[src/shotPkg.sv]
package shotPkg;

  // fixed point: the position is kept in 1/64 pixel units
  localparam int fixedScale = 64;         // units per pixel
  localparam int posWidth = 11;           // signed pixel coordinate width
  localparam int fixWidth = 20;           // signed fixed-point position width

  // legal flight area, in fixed-point units
  localparam int topLimitFix = 100;       // smallest legal Y
  localparam int leftLimitFix = 40;       // smallest legal X
  localparam int rightLimitFix = 40900;   // largest legal X, about 639 px

  // parked location of an idle shot
  localparam int offScreenFix = 50000;
  localparam int offScreenPix = offScreenFix / fixedScale;  // 781 px

  // one-hot fire directions, any other code flies straight up
  localparam logic [2:0] dirLeft = 3'b100;
  localparam logic [2:0] dirUp = 3'b010;
  localparam logic [2:0] dirRight = 3'b001;

endpackage

[src/shotLifeCycle.sv]
module shotLifeCycle (
  input  logic                                clk,
  input  logic                                resetN,
  input  logic                                triggerShot,
  input  logic                                boxHit,
  input  logic                                enemyHit,
  input  logic                                dragonHit,
  input  logic                                frameStep,
  input  logic                                nextOut,
  input  logic signed [shotPkg::fixWidth-1:0] posFixX,
  input  logic signed [shotPkg::fixWidth-1:0] posFixY,
  output logic                                launch,
  output logic                                retire,
  output logic                                live,
  output logic                                ready,
  output logic signed [shotPkg::posWidth-1:0] shotX,
  output logic signed [shotPkg::posWidth-1:0] shotY
);
  import shotPkg::*;

  logic anyHit;
  logic edgeExit;

  assign anyHit = boxHit || enemyHit || dragonHit;
  assign edgeExit = frameStep && nextOut;   // frameStep already implies live

  // a trigger during flight is dropped, there is no back-pressure
  assign launch = triggerShot && !live;

  // hits count even while paused and win over a frame step
  assign retire = live && (anyHit || edgeExit);

  assign ready = !live;

  // one shot at a time
  always_ff @(posedge clk or negedge resetN) begin
    if (!resetN) begin
      live <= 1'b0;
    end else if (launch) begin
      live <= 1'b1;
    end else if (retire) begin
      live <= 1'b0;
    end
  end

  // pixel coordinates, signed divide truncates toward zero
  // a parked shot reads as the off-screen location
  always_comb begin
    shotX = posWidth'(posFixX / fixedScale);
    shotY = posWidth'(posFixY / fixedScale);
  end

endmodule

[config.mk]
export PLATFORM = sky130hd
export DESIGN_NAME = shotLifeCycle
export DESIGN_NICKNAME = d
export VERILOG_FILES = /design/src/shotPkg.sv /design/src/shotLifeCycle.sv
export SDC_FILE = /design/constraint.sdc
export NUM_CORES = 1
export LEC_CHECK = 0
export ABC_AREA = 0
export BUFFER_PORTS_ARGS = -buffer_cell sky130_fd_sc_hd__buf_2
export CORE_UTILIZATION = 28
export DETAILED_ROUTE_END_ITERATION = 8
export PLACE_DENSITY = 0.8
export SLEW_MARGIN = 20
export SYNTH_ARGS = -nofsm -noshare
export SYNTH_HDL_FRONTEND = slang
export SYNTH_SLANG_ARGS = --single-unit
[constraint.sdc]
create_clock -name clk -period 2.2 [get_ports clk]
set_input_delay 0.11 -clock clk [delete_from_list [all_inputs] [get_ports clk]]
set_output_delay 0.11 -clock clk [all_outputs]
set_load 0.01 [all_outputs]
Word level (Yosys, flattened, before mapping) --
Index checks and enable logic that the tools add are counted.
Operators by class: mux-type cells 2, reduce and logical (&&, ||, !) cells 10, $add $sub $neg 2, bitwise logic cells 2
Operator list (number):
- 11-bit by 1-bit adder with 11-bit output | 2
- 6-bit OR reduction | 2
- 1-bit logical AND | 3
- 1-bit logical OR | 3
- 1-bit bitwise AND | 2
- 1-bit 2-to-1 mux | 2
- 2-bit nonzero test | 1
- 1-bit logical NOT | 1
Storage, ports and cells: output and inout bits 26, input port bits 48, logic and storage cells 17, flip-flop bits (word level) 1

Depth between registers and ports, before layout --
word-level depth 6, mapped depth 7, gate-level depth less buffers 7

Least setup slack after synthesis --
OpenSTA, ideal clock, no wires.
path type input -> output, start point in posFixY[3] (netlist name), end point out shotY[8] (netlist name), arrival 1.722 ns, required time 2.090 ns, path buffers 0, setup slack 0.368 ns, cell stages on the path 7, cell sequence or4_1 o31a_1 ha_1 ha_1 nand3_1 nor3_1 xor2_1
On the way: cells in the longest elaborated chain, start to end 3
Ends and longest elaborated chain:
- from (decl) | RTL line shotLifeCycle.sv:11 | input logic signed [shotPkg::fixWidth-1:0] posFixY,
- 6-bit OR reduction (no source line)
- 1-bit bitwise AND (no source line)
- 11-bit by 1-bit adder with 11-bit output (no source line)
- to (decl) | RTL line shotLifeCycle.sv:17 | output logic signed [shotPkg::posWidth-1:0] shotY
Every way passes these cells.

Final worst setup path --
Same ends and word-level chain as after synthesis.

==> results_dict.tcl <==
set metrics [dict create \
    min_period_ps 2090 \
    cts_resized 0 \
    seqPwrFrac_pct 13.1 \
    path_clk_slew_ps 0 \
    drv_cap 0 \
    grt_max_degree 7 \
    fmaxAchievable_ghz 0.480 \
    drt_iter0_markers 5 \
    synth_fp_nets 117 \
    dp_cells 149 \
    critPathRequiredTime_ps 2090 \
    final_cells 150 \
    fp.dieW_um 42.5 \
    setup_violations 0 \
    switching_power_uw 74.2 \
    power_density_mw_per_mm2 200 \
    antenna_found_initial 0 \
    fin_nets 189 \
    track_usage_pct 15.1 \
    pre_cts_slack_ps 120 \
    slowest_stage "or4_1" \
    detail_route.vias_per_cell 4.82 \
    r2r_setup_slack_ps 1470 \
    crit_fanout 4 \
    hold_class "input pin to asynchronous set/reset pin" \
    grt_pass1_vias 633 \
    io_buffers 69 \
    outcome "completed" \
    synthCells 64 \
    top_register "live" \
    final_util_pct 54.8 \
    comb_power_share_pct 86.9 \
    postRouteAntennaNets 0 \
    ys_ff_latch 1 \
    yosysSeqAreaShare_pct 5.45 \
    routedWlPerCell_um 10.3 \
    vias 723 \
    start_kind "input pin" \
    ir_worst_vdd_mv 0.170 \
    maxSlewViolCount 0 \
    worstSetupPathType "input pin to output port" \
    place.gp.congestion 0.706 \
    r2r-start "live$_DFFE_PN0P_" \
    netSwitchingFraction_pct 44.4 \
    startpoint "posFixY[3]" \
    synth_cell_type_count 17 \
    fin_setup_tns_ps 0 \
    top_regs "live: 1 flops" \
    drt_first_pass_iters 4 \
    post-route-period-util_pct 94.8 \
    final.setup_skew_ps 0 \
    dieHeight_um 42.5 \
    start_util_pct 30.1 \
    cp-end-kind "output port" \
    io-pin-count 74 \
    p_clk_share_pct 0 \
    grt_pass1_wl_um 2290 \
    die_area_mm2 0.00181 \
    placement_rows 14 \
    setup_ws_ps 115 \
    hold_ws_ps 417 \
    worst_pin_slew_ps 642 \
    dp_hpwl_um 1410 \
    diodes 0 \
    core-area_mm2 0.00152 \
    cpPeakStageDelay_ps 500 \
    final.fill_count 162 \
    largest_reg_flops 1 \
    leakage_nw 0.473 \
    slew_headroom_pct 56.1 \
    cts_setup_buffers 0 \
    path_cells "buf_2 -> or4_1 -> o31a_1 -> ha_1 -> ha_1 -> nand3_1 -> nor3_1 -> xor2_1 -> buf_2" \
    p_int_uw 92.8 \
    worstSkewPairLatency_ps 0 \
    rsz0062_at_grt "false" \
    finalHoldViolCount 0 \
    synth.avg_cell_area_um2 7.17 \
    drive_above_1_share_pct 52.2 \
    finalWirelength_um 1550 \
    drc_errors 0 \
    cp_data_arrival_time_ps 1980 \
    grt_overflow 0 \
    area_growth_pct 81.7 \
    ys_warn_count 0 \
    synth.cell_area_um2 459 \
]
==> power by group through the flow <==
stage	logic, mW	registers [mW]	clock network, mW
final	0.145	0.0219	0
after global routing	0.159	0.0224	0
after detailed placement	0.145	0.0220	0
after floorplan	0.0607	0.0226	0
after global placement	0.141	0.0218	0
after CTS	0.147	0.0220	0
==> layer usage <==
metal | track usage, % | part of all wire, %
met2 | 34.2 | 60
met3 | 0 | 4.3
met4 | 0 | 0
met5 | 0 | 0
met1 | 15.7 | 36
==> final timing paths <==
path / endpoint / cells past startpoint
setup / recovery: shotY[8] / 9
hold / removal: live$_DFFE_PN0P_ / 2
setup reg to reg: live$_DFFE_PN0P_ / 2
hold reg to reg: live$_DFFE_PN0P_ / 1
max in group asynchronous: live$_DFFE_PN0P_ / 2
min in group clk: shotX[10] / 3
==> stage by stage <==
stage	power, mW	instance area, um^2
3_3_place_gp	0.162	825
3_5_place_dp	0.166	825
5_1_grt	0.181	835
4_1_cts	0.169	835
2_1_floorplan	0.0833	459
6_report	0.167	835
==> repair_timing <==
action / CTS / global route
hold buffers: 1 / 0
endpoints found under the setup margin: 0 / 0
endpoints found under the hold margin: 1 / 0
==> critical path, delay by kind of cell <==
| family | cells | cell delay [ps] |
|---|---|---|
| compound gates | 1 | 250 |
| buf+inv | 2 | 240 |
| xor+xnor | 1 | 150 |
| fa+ha+maj | 2 | 430 |
| simple gates | 3 | 780 |
==> synthesized netlist by cell type (all sizes together) <==
master,number,area [um^2]
a2111oi,1,8.76
nand2,4,15.0
nand4,2,12.5
nor2,6,22.5
or4,2,15.0
xnor2,6,52.6
and3,1,6.26
nand3,10,50.1
xor2,12,105
nor2b,1,6.26
ha,5,62.6
nor3,5,25.0
dfrtp,1,25.0
a21o,1,7.51
nor4,1,12.5
o31a,2,17.5
inv,4,15.0
==> cells in the final DEF, fill, tap and decap left out <==
cell and count:
nand2_1 4, nand3_1 10, a21o_1 1, or4_1 2, nor4_2 1, a2111oi_0 1, and3_1 1, nor3_1 5
o31a_1 2, nor2_1 6, dlygate4sd3_1 1, nand4_1 2, dfrtp_1 1, xnor2_1 6, nor2b_1 1, buf_2 69
inv_1 4, xor2_1 12, ha_1 5
==> cells by family (layout without fill, tap and decap cells) <==
| family | count (synthesis) | in the layout | share of synthesized area (%) |
|---|---|---|---|
| simple gates | 32 | 32 | 36.0 |
| xor+xnor | 18 | 18 | 34.3 |
| fa+ha+maj | 5 | 5 | 13.6 |
| compound gates | 4 | 4 | 7.36 |
| buf+inv | 4 | 74 | 3.27 |
| flops | 1 | 1 | 5.45 |
==> area by class of cell <==
class	count	area (um^2)	share of cell area (%)
inverter	4	15.0	1.80
multi-input combinational	59	419	50.2
sequential	1	25.0	3.00
tap	16	20.0	2.40
timing repair buffer	70	355	42.6
No activity file was read; power rests on OpenSTA's default activity.
