`src/shotPkg.sv`:
```
package shotPkg;

  // fixed point: the position is kept in 1/64 pixel units
  localparam int fixedScale = 64;         // units per pixel
  localparam int posWidth = 11;           // signed pixel coordinate width
  localparam int fixWidth = 20;           // signed fixed-point position width

  // legal flight area, in fixed-point units
  localparam int topLimitFix = 100;       // smallest legal Y
  localparam int leftLimitFix = 40;       // smallest legal X
  localparam int rightLimitFix = 40900;   // largest legal X, about 639 px

  // parked location of an idle shot
  localparam int offScreenFix = 50000;
  localparam int offScreenPix = offScreenFix / fixedScale;  // 781 px

  // one-hot fire directions, any other code flies straight up
  localparam logic [2:0] dirLeft = 3'b100;
  localparam logic [2:0] dirUp = 3'b010;
  localparam logic [2:0] dirRight = 3'b001;

endpackage

```
`src/shotMotion.sv`:
```
module shotMotion (
  input  logic                                clk,
  input  logic                                resetN,
  input  logic                                launch,
  input  logic                                retire,
  input  logic                                live,
  input  logic                                startOfFrame,
  input  logic                                pause,
  input  logic signed [shotPkg::posWidth-1:0] playerX,
  input  logic signed [shotPkg::posWidth-1:0] playerY,
  input  logic signed [shotPkg::fixWidth-1:0] xStep,
  input  logic        [shotPkg::fixWidth-2:0] yStep,
  output logic signed [shotPkg::fixWidth-1:0] posFixX,
  output logic signed [shotPkg::fixWidth-1:0] posFixY,
  output logic                                nextOut,
  output logic                                frameStep
);
  import shotPkg::*;

  logic signed [fixWidth-1:0] nextX;
  logic signed [fixWidth-1:0] nextY;
  logic signed [fixWidth-1:0] yStepS;   // yStep widened to a signed word

  // one move per unpaused frame, only while a shot is in flight
  assign frameStep = startOfFrame && !pause && live && !launch;

  // candidate position for this frame
  always_comb begin
    yStepS = $signed({1'b0, yStep});
    nextX = posFixX + xStep;
    nextY = posFixY - yStepS;   // screen Y grows downward, the shot climbs
  end

  // the step would cross the top, left or right limit
  assign nextOut = (nextY < topLimitFix) ||
                   (nextX < leftLimitFix) ||
                   (nextX > rightLimitFix);

  // position register
  // an exiting step is not taken here, retire parks the shot a cycle later
  always_ff @(posedge clk or negedge resetN) begin
    if (!resetN) begin
      posFixX <= fixWidth'(offScreenFix);
      posFixY <= fixWidth'(offScreenFix);
    end else if (launch) begin
      posFixX <= fixWidth'(playerX * fixedScale);   // leave from player corner
      posFixY <= fixWidth'(playerY * fixedScale);
    end else if (retire) begin
      posFixX <= fixWidth'(offScreenFix);
      posFixY <= fixWidth'(offScreenFix);
    end else if (frameStep && !nextOut) begin
      posFixX <= nextX;
      posFixY <= nextY;
    end
  end

endmodule

```
`config.mk`:
```
export PLATFORM = sky130hd
export DESIGN_NAME = shotMotion
export DESIGN_NICKNAME = d
export VERILOG_FILES = /design/src/shotPkg.sv /design/src/shotMotion.sv
export SDC_FILE = /design/constraint.sdc
export NUM_CORES = 1
export LEC_CHECK = 0
export ABC_AREA = 1
export BUFFER_PORTS_ARGS = -buffer_cell sky130_fd_sc_hd__buf_2
export CAP_MARGIN = 20
export CORE_MARGIN = 2
export CORE_UTILIZATION = 50
export DETAILED_ROUTE_END_ITERATION = 10
export PLACE_DENSITY_LB_ADDON = 0.12
export SLEW_MARGIN = 40
export SYNTH_ARGS = -nofsm -noshare
export SYNTH_HDL_FRONTEND = slang
export SYNTH_SLANG_ARGS = --single-unit
```
`constraint.sdc`:
```
create_clock -name clk -period 2.4 [get_ports clk]
set_input_delay 0.12 -clock clk [delete_from_list [all_inputs] [get_ports clk]]
set_output_delay 0.12 -clock clk [all_outputs]
set_load 0.01 [all_outputs]
```
Word-level counts from Yosys, hierarchy flattened
Cells that the tools add are included.
{"block": "op_classes", "reduce_logical": 10, "muxes": 6, "addsub": 2, "n_lt_le_gt_ge": 3}
{"op": "$mux 20", "count": 6}
{"op": "$add 20x20->20", "count": 1}
{"op": "$gt 20x17->1 const B", "count": 1}
{"op": "$lt 20x7->1 const B", "count": 1}
{"op": "$lt 20x8->1 const B", "count": 1}
{"op": "$sub 20x20->20", "count": 1}
{"op": "$logic_and 1x1->1", "count": 4}
{"op": "$logic_not 1->1", "count": 3}
{"op": "$reduce_bool 3->1", "count": 1}
{"op": "$logic_or 1x1->1", "count": 2}
{"block": "totals", "wordCells": 23, "out_inout_bits": 42, "reg_bits": 40}

Logic depth before layout (Yosys ltp)
Gate-level depths: netlist (run 1).
{"block": "logic_depth", "word_depth": 9, "depth_mapped": 22, "depth_no_buf": 20}

Worst setup path before layout (run 1)
OpenSTA, ideal clock, no wires.
{"block": "synth_path", "kind": "register to register", "startpoint": "register posFixX[0] in the netlist's numbering", "endpoint": "register posFixX[0] in the netlist's numbering", "path_stages_with_launch": 18, "t_arrival_ns": 2.419, "path_buffers": 1, "setup_slack_ns": -0.136, "setup_time_ns": 0.117, "period_less_slack_ns": 2.536, "cell_sequence": "dfrtp_1 > ha_1 > fa_1 > nand2_1 > nand3_1 > nand2_1 > nand2_1 > a21boi_1 > inv_1 > nand2_1 > nand2_1 > nor2_1 > nand2_1 > nand2_1 > nand4_2 > buf_2 > nand3_1 > nand2_1"}
{"block": "synth_via", "elab_chain_cells": 7, "word_cells_on_any_way": 11, "classes_between": "add/sub (1); order compare (2); mux (3); reduce/logical (5)"}
{"element": "start, declared", "line": "shotMotion.sv:13", "text": "output logic signed [shotPkg::fixWidth-1:0] posFixX,"}
{"element": "start signal, assigned", "line": "shotMotion.sv:43", "text": "posFixX <= fixWidth'(offScreenFix);"}
{"element": "start signal, assigned", "line": "shotMotion.sv:46", "text": "posFixX <= fixWidth'(playerX * fixedScale);"}
{"element": "start signal, assigned", "line": "shotMotion.sv:49", "text": "posFixX <= fixWidth'(offScreenFix);"}
{"element": "$add 20x20->20 *", "line": "shotMotion.sv:30", "text": "nextX = posFixX + xStep;"}
{"element": "$lt 20x7->1", "line": "shotMotion.sv:36", "text": "(nextX < leftLimitFix) ||"}
{"element": "$logic_or 1x1->1", "line": "shotMotion.sv:35", "text": "assign nextOut = (nextY < topLimitFix) ||"}
{"element": "$logic_or 1x1->1", "line": "shotMotion.sv:36"}
{"element": "$logic_not 1->1", "line": "shotMotion.sv:51", "text": "end else if (frameStep && !nextOut) begin"}
{"element": "$logic_and 1x1->1", "line": "shotMotion.sv:51"}
{"element": "$reduce_bool 3->1 (no source line)"}
Every way passes the cells marked *; elsewhere a longest branch is shown, timed or not. The select of a mux whose other input is x is not followed.
A chain may end at the register's enable or synchronous reset.

Final worst setup path (run 1)
{"block": "layout_path", "startpoint": "register posFixX[0] in the netlist's numbering", "endpoint": "register posFixX[2] in the netlist's numbering"}
Same word-level chain as after synthesis.

==> results of run 1 <==
-- cell type report --
class | count | area (um^2) | area share
Inverter | 109 | 409.1 | 0.05784
Timing Repair Buffer | 268 | 1849 | 0.2614
Multi-Input combinational cell | 602 | 3575 | 0.5053
Tap cell | 108 | 135.1 | 0.01910
Sequential cell | 40 | 1016 | 0.1436
Clock buffer | 8 | 90.09 | 0.01273
-- kinds of logic (layout without fill, tap and decap cells) --
kind of cell	count (synthesis)	count (layout)	synth area share
and+or+nand+nor	480	480	0.4419
buffers and inverters	126	385	0.1105
AOI/OAI and AO/OA	74	74	0.09504
adders and majority gates	40	40	0.1135
DFF	40	40	0.2237
xor gates and xnor gates	8	8	0.01543
-- Yosys cell counts, types with 8 or more instances --
master / number
nand2_1: 291
inv_1: 106
nand3_1: 98
nor2_1: 63
ha_1: 38
a21oi_1: 33
dfrtp_1: 28
o21ai_0: 16
dfstp_2: 12
o21bai_1: 10
nand4_1: 9
clkbuf_1: 8
-- cells in the final DEF (no fill, tap or decap), drive strengths merged --
| cell | synthesis | final |
|---|---|---|
| nand2 | 292 | 292 |
| buf | 9 | 264 |
| inv | 108 | 108 |
| nand3 | 98 | 98 |
| nor2 | 65 | 65 |
| ha | 38 | 38 |
| a21oi | 33 | 33 |
| dfrtp | 28 | 28 |
| o21ai | 16 | 16 |
| dfstp | 12 | 12 |
| clkbuf | 8 | 11 |
| o21bai | 10 | 10 |
| nand4 | 10 | 10 |
| nand3b | 7 | 7 |
| o22ai | 6 | 6 |
| nor3 | 6 | 6 |
| a22o | 5 | 5 |
| xnor2 | 5 | 5 |
| xor2 | 3 | 3 |
| o31ai | 2 | 2 |
| fa | 2 | 2 |
| nor4 | 1 | 1 |
| a21o | 1 | 1 |
| and2 | 1 | 1 |
| a21boi | 1 | 1 |
| clkinv | 1 | 1 |
| dlygate4sd3 | 0 | 1 |
-- stage by stage --
stage | util | setup WS [ns]
after detailed placement | 0.7109 | -0.3790
after global placement | 0.7106 | -0.3433
after global routing | 0.8073 | -0.5997
after floorplan | - | -0.07928
final | 0.8073 | -0.4555
after CTS | 0.7529 | -0.3635
-- tightest hold or removal path, delay by kind of cell --
family,cells,cell delay [ns]
buffers and inverters,1,0.07
AND/OR/NAND/NOR,2,0.17
-- where the power goes --
part	internal, mW	switching (mW)	total [mW]
logic	1.21	1.35	2.55
registers	0.776	0.0711	0.847
clock network	0.236	0.281	0.517
total	2.22	1.70	3.92
-- how the worst min path moves through the flow --
stage	end	slack [ns]
4_1_cts	posFixX[18]	0.09
3_5_place_dp	posFixY[16]	0.14
3_3_place_gp	posFixY[17]	0.32
5_1_grt	posFixX[17]	0.11
6_report	posFixX[19]	0.09
2_1_floorplan	posFixX[0]	-0.18
-- timing repair --
action | 4_1_cts | 5_1_grt
endpoints found under the hold margin | 28 | 0
gates cloned | 0 | 4
pin swaps | 16 | 27
hold buffers | 1 | 0
endpoints found under the setup margin | 41 | 41
setup buffers | 14 | 4
resized for setup | 39 | 92
-- per-layer routing --
metal	routed length (um)	track usage	up-vias
li1	-	-	2970
met1	7122	0.4150	2856
met2	8848	0.5582	291
met3	1464	0.03935	48
met4	466	0.09905	0
met5	0	0	-
-- flip-flops by register name, indices dropped and copies added, names as in the netlist --
name / cells
posFixY: 20
posFixX: 20
==> reports/results.ini, run 1 <==
[cts]
cts_made_buffers=5
clk_latency_ns=0.31
clockRootBuffer=clkbuf_8
cts_buffer_depth=2
clk_pin_slew_ns=0.09
cts_tree=yes
cts_sinks=40
h-tree-depth=2

[synth]
synth_cells=768
synth_edf_count=0
syn_nets=876
synth_top_flop_cell=dfrtp_1
yosysWarnings=0
synth.distinct_cells=32
avgSynthCellArea_um2=5.914
synth_area_mm2=0.004542
ys_top_cells_by_area=nand2_1 (24%), dfrtp_1 (15%), nand3_1 (11%), ha_1 (10%), inv_1 (8.8%)
seq_area_frac_synth=0.2237
synth_seq_cells=40
synth_top_area_frac=0.2405
yosysTopAreaCell=nand2_1
synth-async-reset-ratio=1.000

[final_layout]
fill_cells=659
syn_to_final_growth_pct=55.76
drive_gt1_frac=0.4021
fin_cells=1135
layout.nets=1134
diodes=0
fin_area_mm2=0.007074

[die]
die_x_um=99.31
initial_core_util=0.5183
die_y_um=99.31
die-area_mm2=0.009862
coreArea_mm2=0.008763
io_pins=110
rows=34

[timing]
finalHoldViolations=0
worst_slew_pin_slew_ns=0.7122
fin_ws_ns=-0.4555
slew_violations=0
max_freq_mhz=350.2
setup_viol=41
fin_skew_ns=0.01294
finalSetupTns_ns=-16.63
period_needed_ns=2.856
slew_headroom=0.5223
holdWs_ns=0.09066
rsz0062_at_grt=true
final.period_utilization=1.190

[placed_design]
io_buffers=109
hpwl_um=12270
placed_cell_area_mm2=0.006230
gp_congestion=0.9514
dp.cells=1104

[worst_setup_path]
crit_top_cell=nand2_1
path_delay_family=simple AND/OR/NAND/NOR gates
cp_max_fo=7
rr_startpoint=posFixX[0]
crit_path_start=posFixX[0]
endpoint=posFixX[2]
r2r_end=posFixX[2]
r2r_slack_ns=-0.46
path_buf_inv=2
endpoint_kind=register
cp.required_ns=2.60
worst-path-stages=17
crit_slowest_cell=dfrtp_1
slowest_delay_ns=0.41
crit_chain=ha_4 > fa_2 > nand3_2 > nand2_1 > nand2_1 > nand2_2 > buf_6 > a21oi_2 > xnor2_1 > nand3_1 > nand2_1 > nand2_2 > nand4_4 > nand2_8 > clkbuf_16 > nand2_2 > nand2_1
cp_data_arrival_time_ns=3.06
start_kind=register
r2r_cells=17
crit_type=reg2reg

[status]
status=finished with violations
violations=setup timing

[route]
vias=6165
routedWlPerCell_um=15.77
drt_pass1_iterations=5
drt_iter0_drc=327
vias_per_cell=5.432
postRouteAntennaNets=0
routed_wl_um=17900
drc_errors=0

[global_route]
grt_pass1_wl_um=25840
grt_use_total=0.3205
antenna_found_initial=0
grt_pass1_vias=5713
grt-ovfl-total=0
grt_max_degree=41

[min_path]
hp-class=in2reg
min_path_cells=3
min_from=playerX[10]

[power_and_ir_drop]
ir_drop_v=0.0003280
finalPower_mw=3.917
power_density_mw_per_mm2=553.7
p_leak_nw=4.030

[flow_run]
maxCapViolCount=0

No activity file was read; power rests on OpenSTA's default activity.
==> run 2, diff against run 1 <==
- clock period: 2.4 -> 2.48 ns (I/O delays scaled with it)
==> reports/results.ini, run 2 (synthesis gave the netlist of run 1 again) <==
[timing]
period_needed_ns=2.752
fin_skew_ns=0.006879
slew_violations=0
worst_slew_pin_slew_ns=0.5954
fin_ws_ns=-0.2723
max_freq_mhz=363.3
finalHoldViolations=0
slew_headroom=0.6006
rsz0062_at_grt=true
final.period_utilization=1.110
setup_viol=41

[worst_setup_path]
start_kind=register
crit_slowest_cell=dfrtp_1
path_buf_inv=2
crit_top_cell=nand2_1
slowest_delay_ns=0.42
crit_chain=ha_4 > nand2_1 > nand2_1 > inv_1 > nand2_2 > nand2_1 > nand2_2 > nand2_1 > nand2_2 > nand2_1 > nor2_4 > nor2_2 > nand4_1 > nor2_4 > nor2_4 > nand3_2 > buf_6
cp.required_ns=2.36
r2r_slack_ns=-0.26
r2r_cells=20
cp_data_arrival_time_ns=2.63
path_delay_family=simple AND/OR/NAND/NOR gates
endpoint_kind=output pin
worst-path-stages=17
crit_type=reg2out
cp_max_fo=3

[global_route]
grt_use_total=0.3084
grt-ovfl-total=0
grt_pass1_wl_um=24740
grt_max_degree=41
antenna_found_initial=0
grt_pass1_vias=5315

[route]
drt_iter0_drc=386
postRouteAntennaNets=0
routed_wl_um=16670
vias_per_cell=5.328
drc_errors=0
drt_pass1_iterations=6
routedWlPerCell_um=14.91
vias=5957

[final_layout]
layout_commonest_cell=nand2_1
drive_gt1_frac=0.3733
layout.nets=1117
diodes=0
top_regs=posFixX (20), posFixY (20)
fill_cells=663
syn_to_final_growth_pct=51.60
finish.utilization=0.7857
layout_common_cells=nand2_1 (244), buf_4 (135), buf_2 (107)

[cts]
clk_pin_slew_ns=0.09
clk_latency_ns=0.30
h-tree-depth=2
cts_sinks=40
cts_made_buffers=5
clockRootBuffer=clkbuf_8
cts_buffer_depth=2
cts_tree=yes

[status]
violations=setup timing
status=finished with violations

[die]
initial_core_util=0.5183
die-area_mm2=0.009862
die_y_um=99.31
rows=34
coreArea_mm2=0.008763
die_x_um=99.31
io_pins=110

[power_and_ir_drop]
switching_share=0.4376
pwr-share-seq=0.226
ir_drop_v=0.0003214
p_leak_nw=3.928
p_int_mw=2.056
p_clk_frac=0.126
power_density_mw_per_mm2=531.0
switchingPower_mw=1.600
p_comb_frac=0.648

[placed_design]
io_buffers=109
gp_congestion=0.9468
hpwl_um=12390
dp_slack_ns=-0.3501

[flow_run]
maxCapViolCount=0

[min_path]
min_path_cells=3
hp-class=in2reg

run 2: cell count changes in the layout (fill, tap and decap cells not counted), sizes merged:
cell,before,now
buf,264,249
clkbuf,11,8
clkinv,1,2
run 2: final timing paths:
check                             from     endpoint
max                         posFixY[2]      nextOut
min                        playerX[10]  posFixX[19]
max reg2reg                 posFixY[2]   posFixX[4]
min reg2reg                posFixY[14]  posFixY[14]
max in group asynchronous       resetN   posFixY[1]
min in group asynchronous       resetN  posFixY[18]
run 2: area by class of cell:
| type | count | area [um^2] | share of cell area |
|---|---|---|---|
| Clock inverter | 1 | 5.005 | 0.0007269 |
| Timing Repair Buffer | 251 | 1689 | 0.2453 |
| Multi-Input combinational cell | 602 | 3553 | 0.5161 |
| Sequential cell | 40 | 1017 | 0.1477 |
| Clock buffer | 7 | 76.32 | 0.01108 |
| Tap cell | 108 | 135.1 | 0.01963 |
| Inverter | 109 | 409.1 | 0.05942 |
run 2: power by group through the flow:
stage / Combinational (mW) / Clock (mW) / Sequential [mW]
final: 2.37 / 0.459 / 0.827
after global routing: 2.58 / 0.492 / 0.835
after CTS: 2.08 / 0.459 / 0.812
after detailed placement: 2.04 / 0 / 0.824
after global placement: 2.00 / 0 / 0.822
after floorplan: 1.04 / 0 / 0.860
run 2: worst reg2reg max path: stages, from the launching register on:
cell     delay [ns]
dfrtp_1        0.42
ha_4           0.30
nand2_1        0.07
nand2_1        0.08
inv_1          0.07
nand2_2        0.09
nand2_1        0.08
nand2_2        0.12
nand2_1        0.08
nand2_2        0.12
nand2_1        0.10
nor2_4         0.15
nor2_2         0.05
nand4_1        0.13
nor2_4         0.06
nor2_4         0.15
nand4_4        0.15
nand2_4        0.18
buf_12         0.15
nand2_1        0.07
nand2_2        0.07
run 2: layer usage:
metal,part of all wire,track usage,vias to the layer above
met5,0,0,-
met4,0.025,0.08430,0
met3,0.067,0.03725,37
met2,0.49,0.5213,251
met1,0.42,0.4182,2724
li1,-,-,2945
run 2: repair_timing:
action,in CTS,in global routing
endpoints found under the setup margin,41,41
resized for setup,11,104
setup buffers,2,4
endpoints found under the hold margin,28,0
pin swaps,8,21
hold buffers,1,0
gates cloned,0,1
run 2: per-stage QoR:
step / setup TNS, ns / instances / instance area (um^2) / power [mW] / hold WS [ns]
floorplan: 0 / 768 / 4583 / 1.898 / -0.1716
global placement: -10.71 / 1102 / 6197 / 2.823 / 0.3209
detailed placement: -12.46 / 1102 / 6200 / 2.863 / 0.1522
CTS: -11.81 / 1113 / 6356 / 3.350 / 0.09006
global route: -15.89 / 1118 / 6885 / 3.911 / 0.1311
finish: -9.123 / 1118 / 6885 / 3.656 / 0.09124
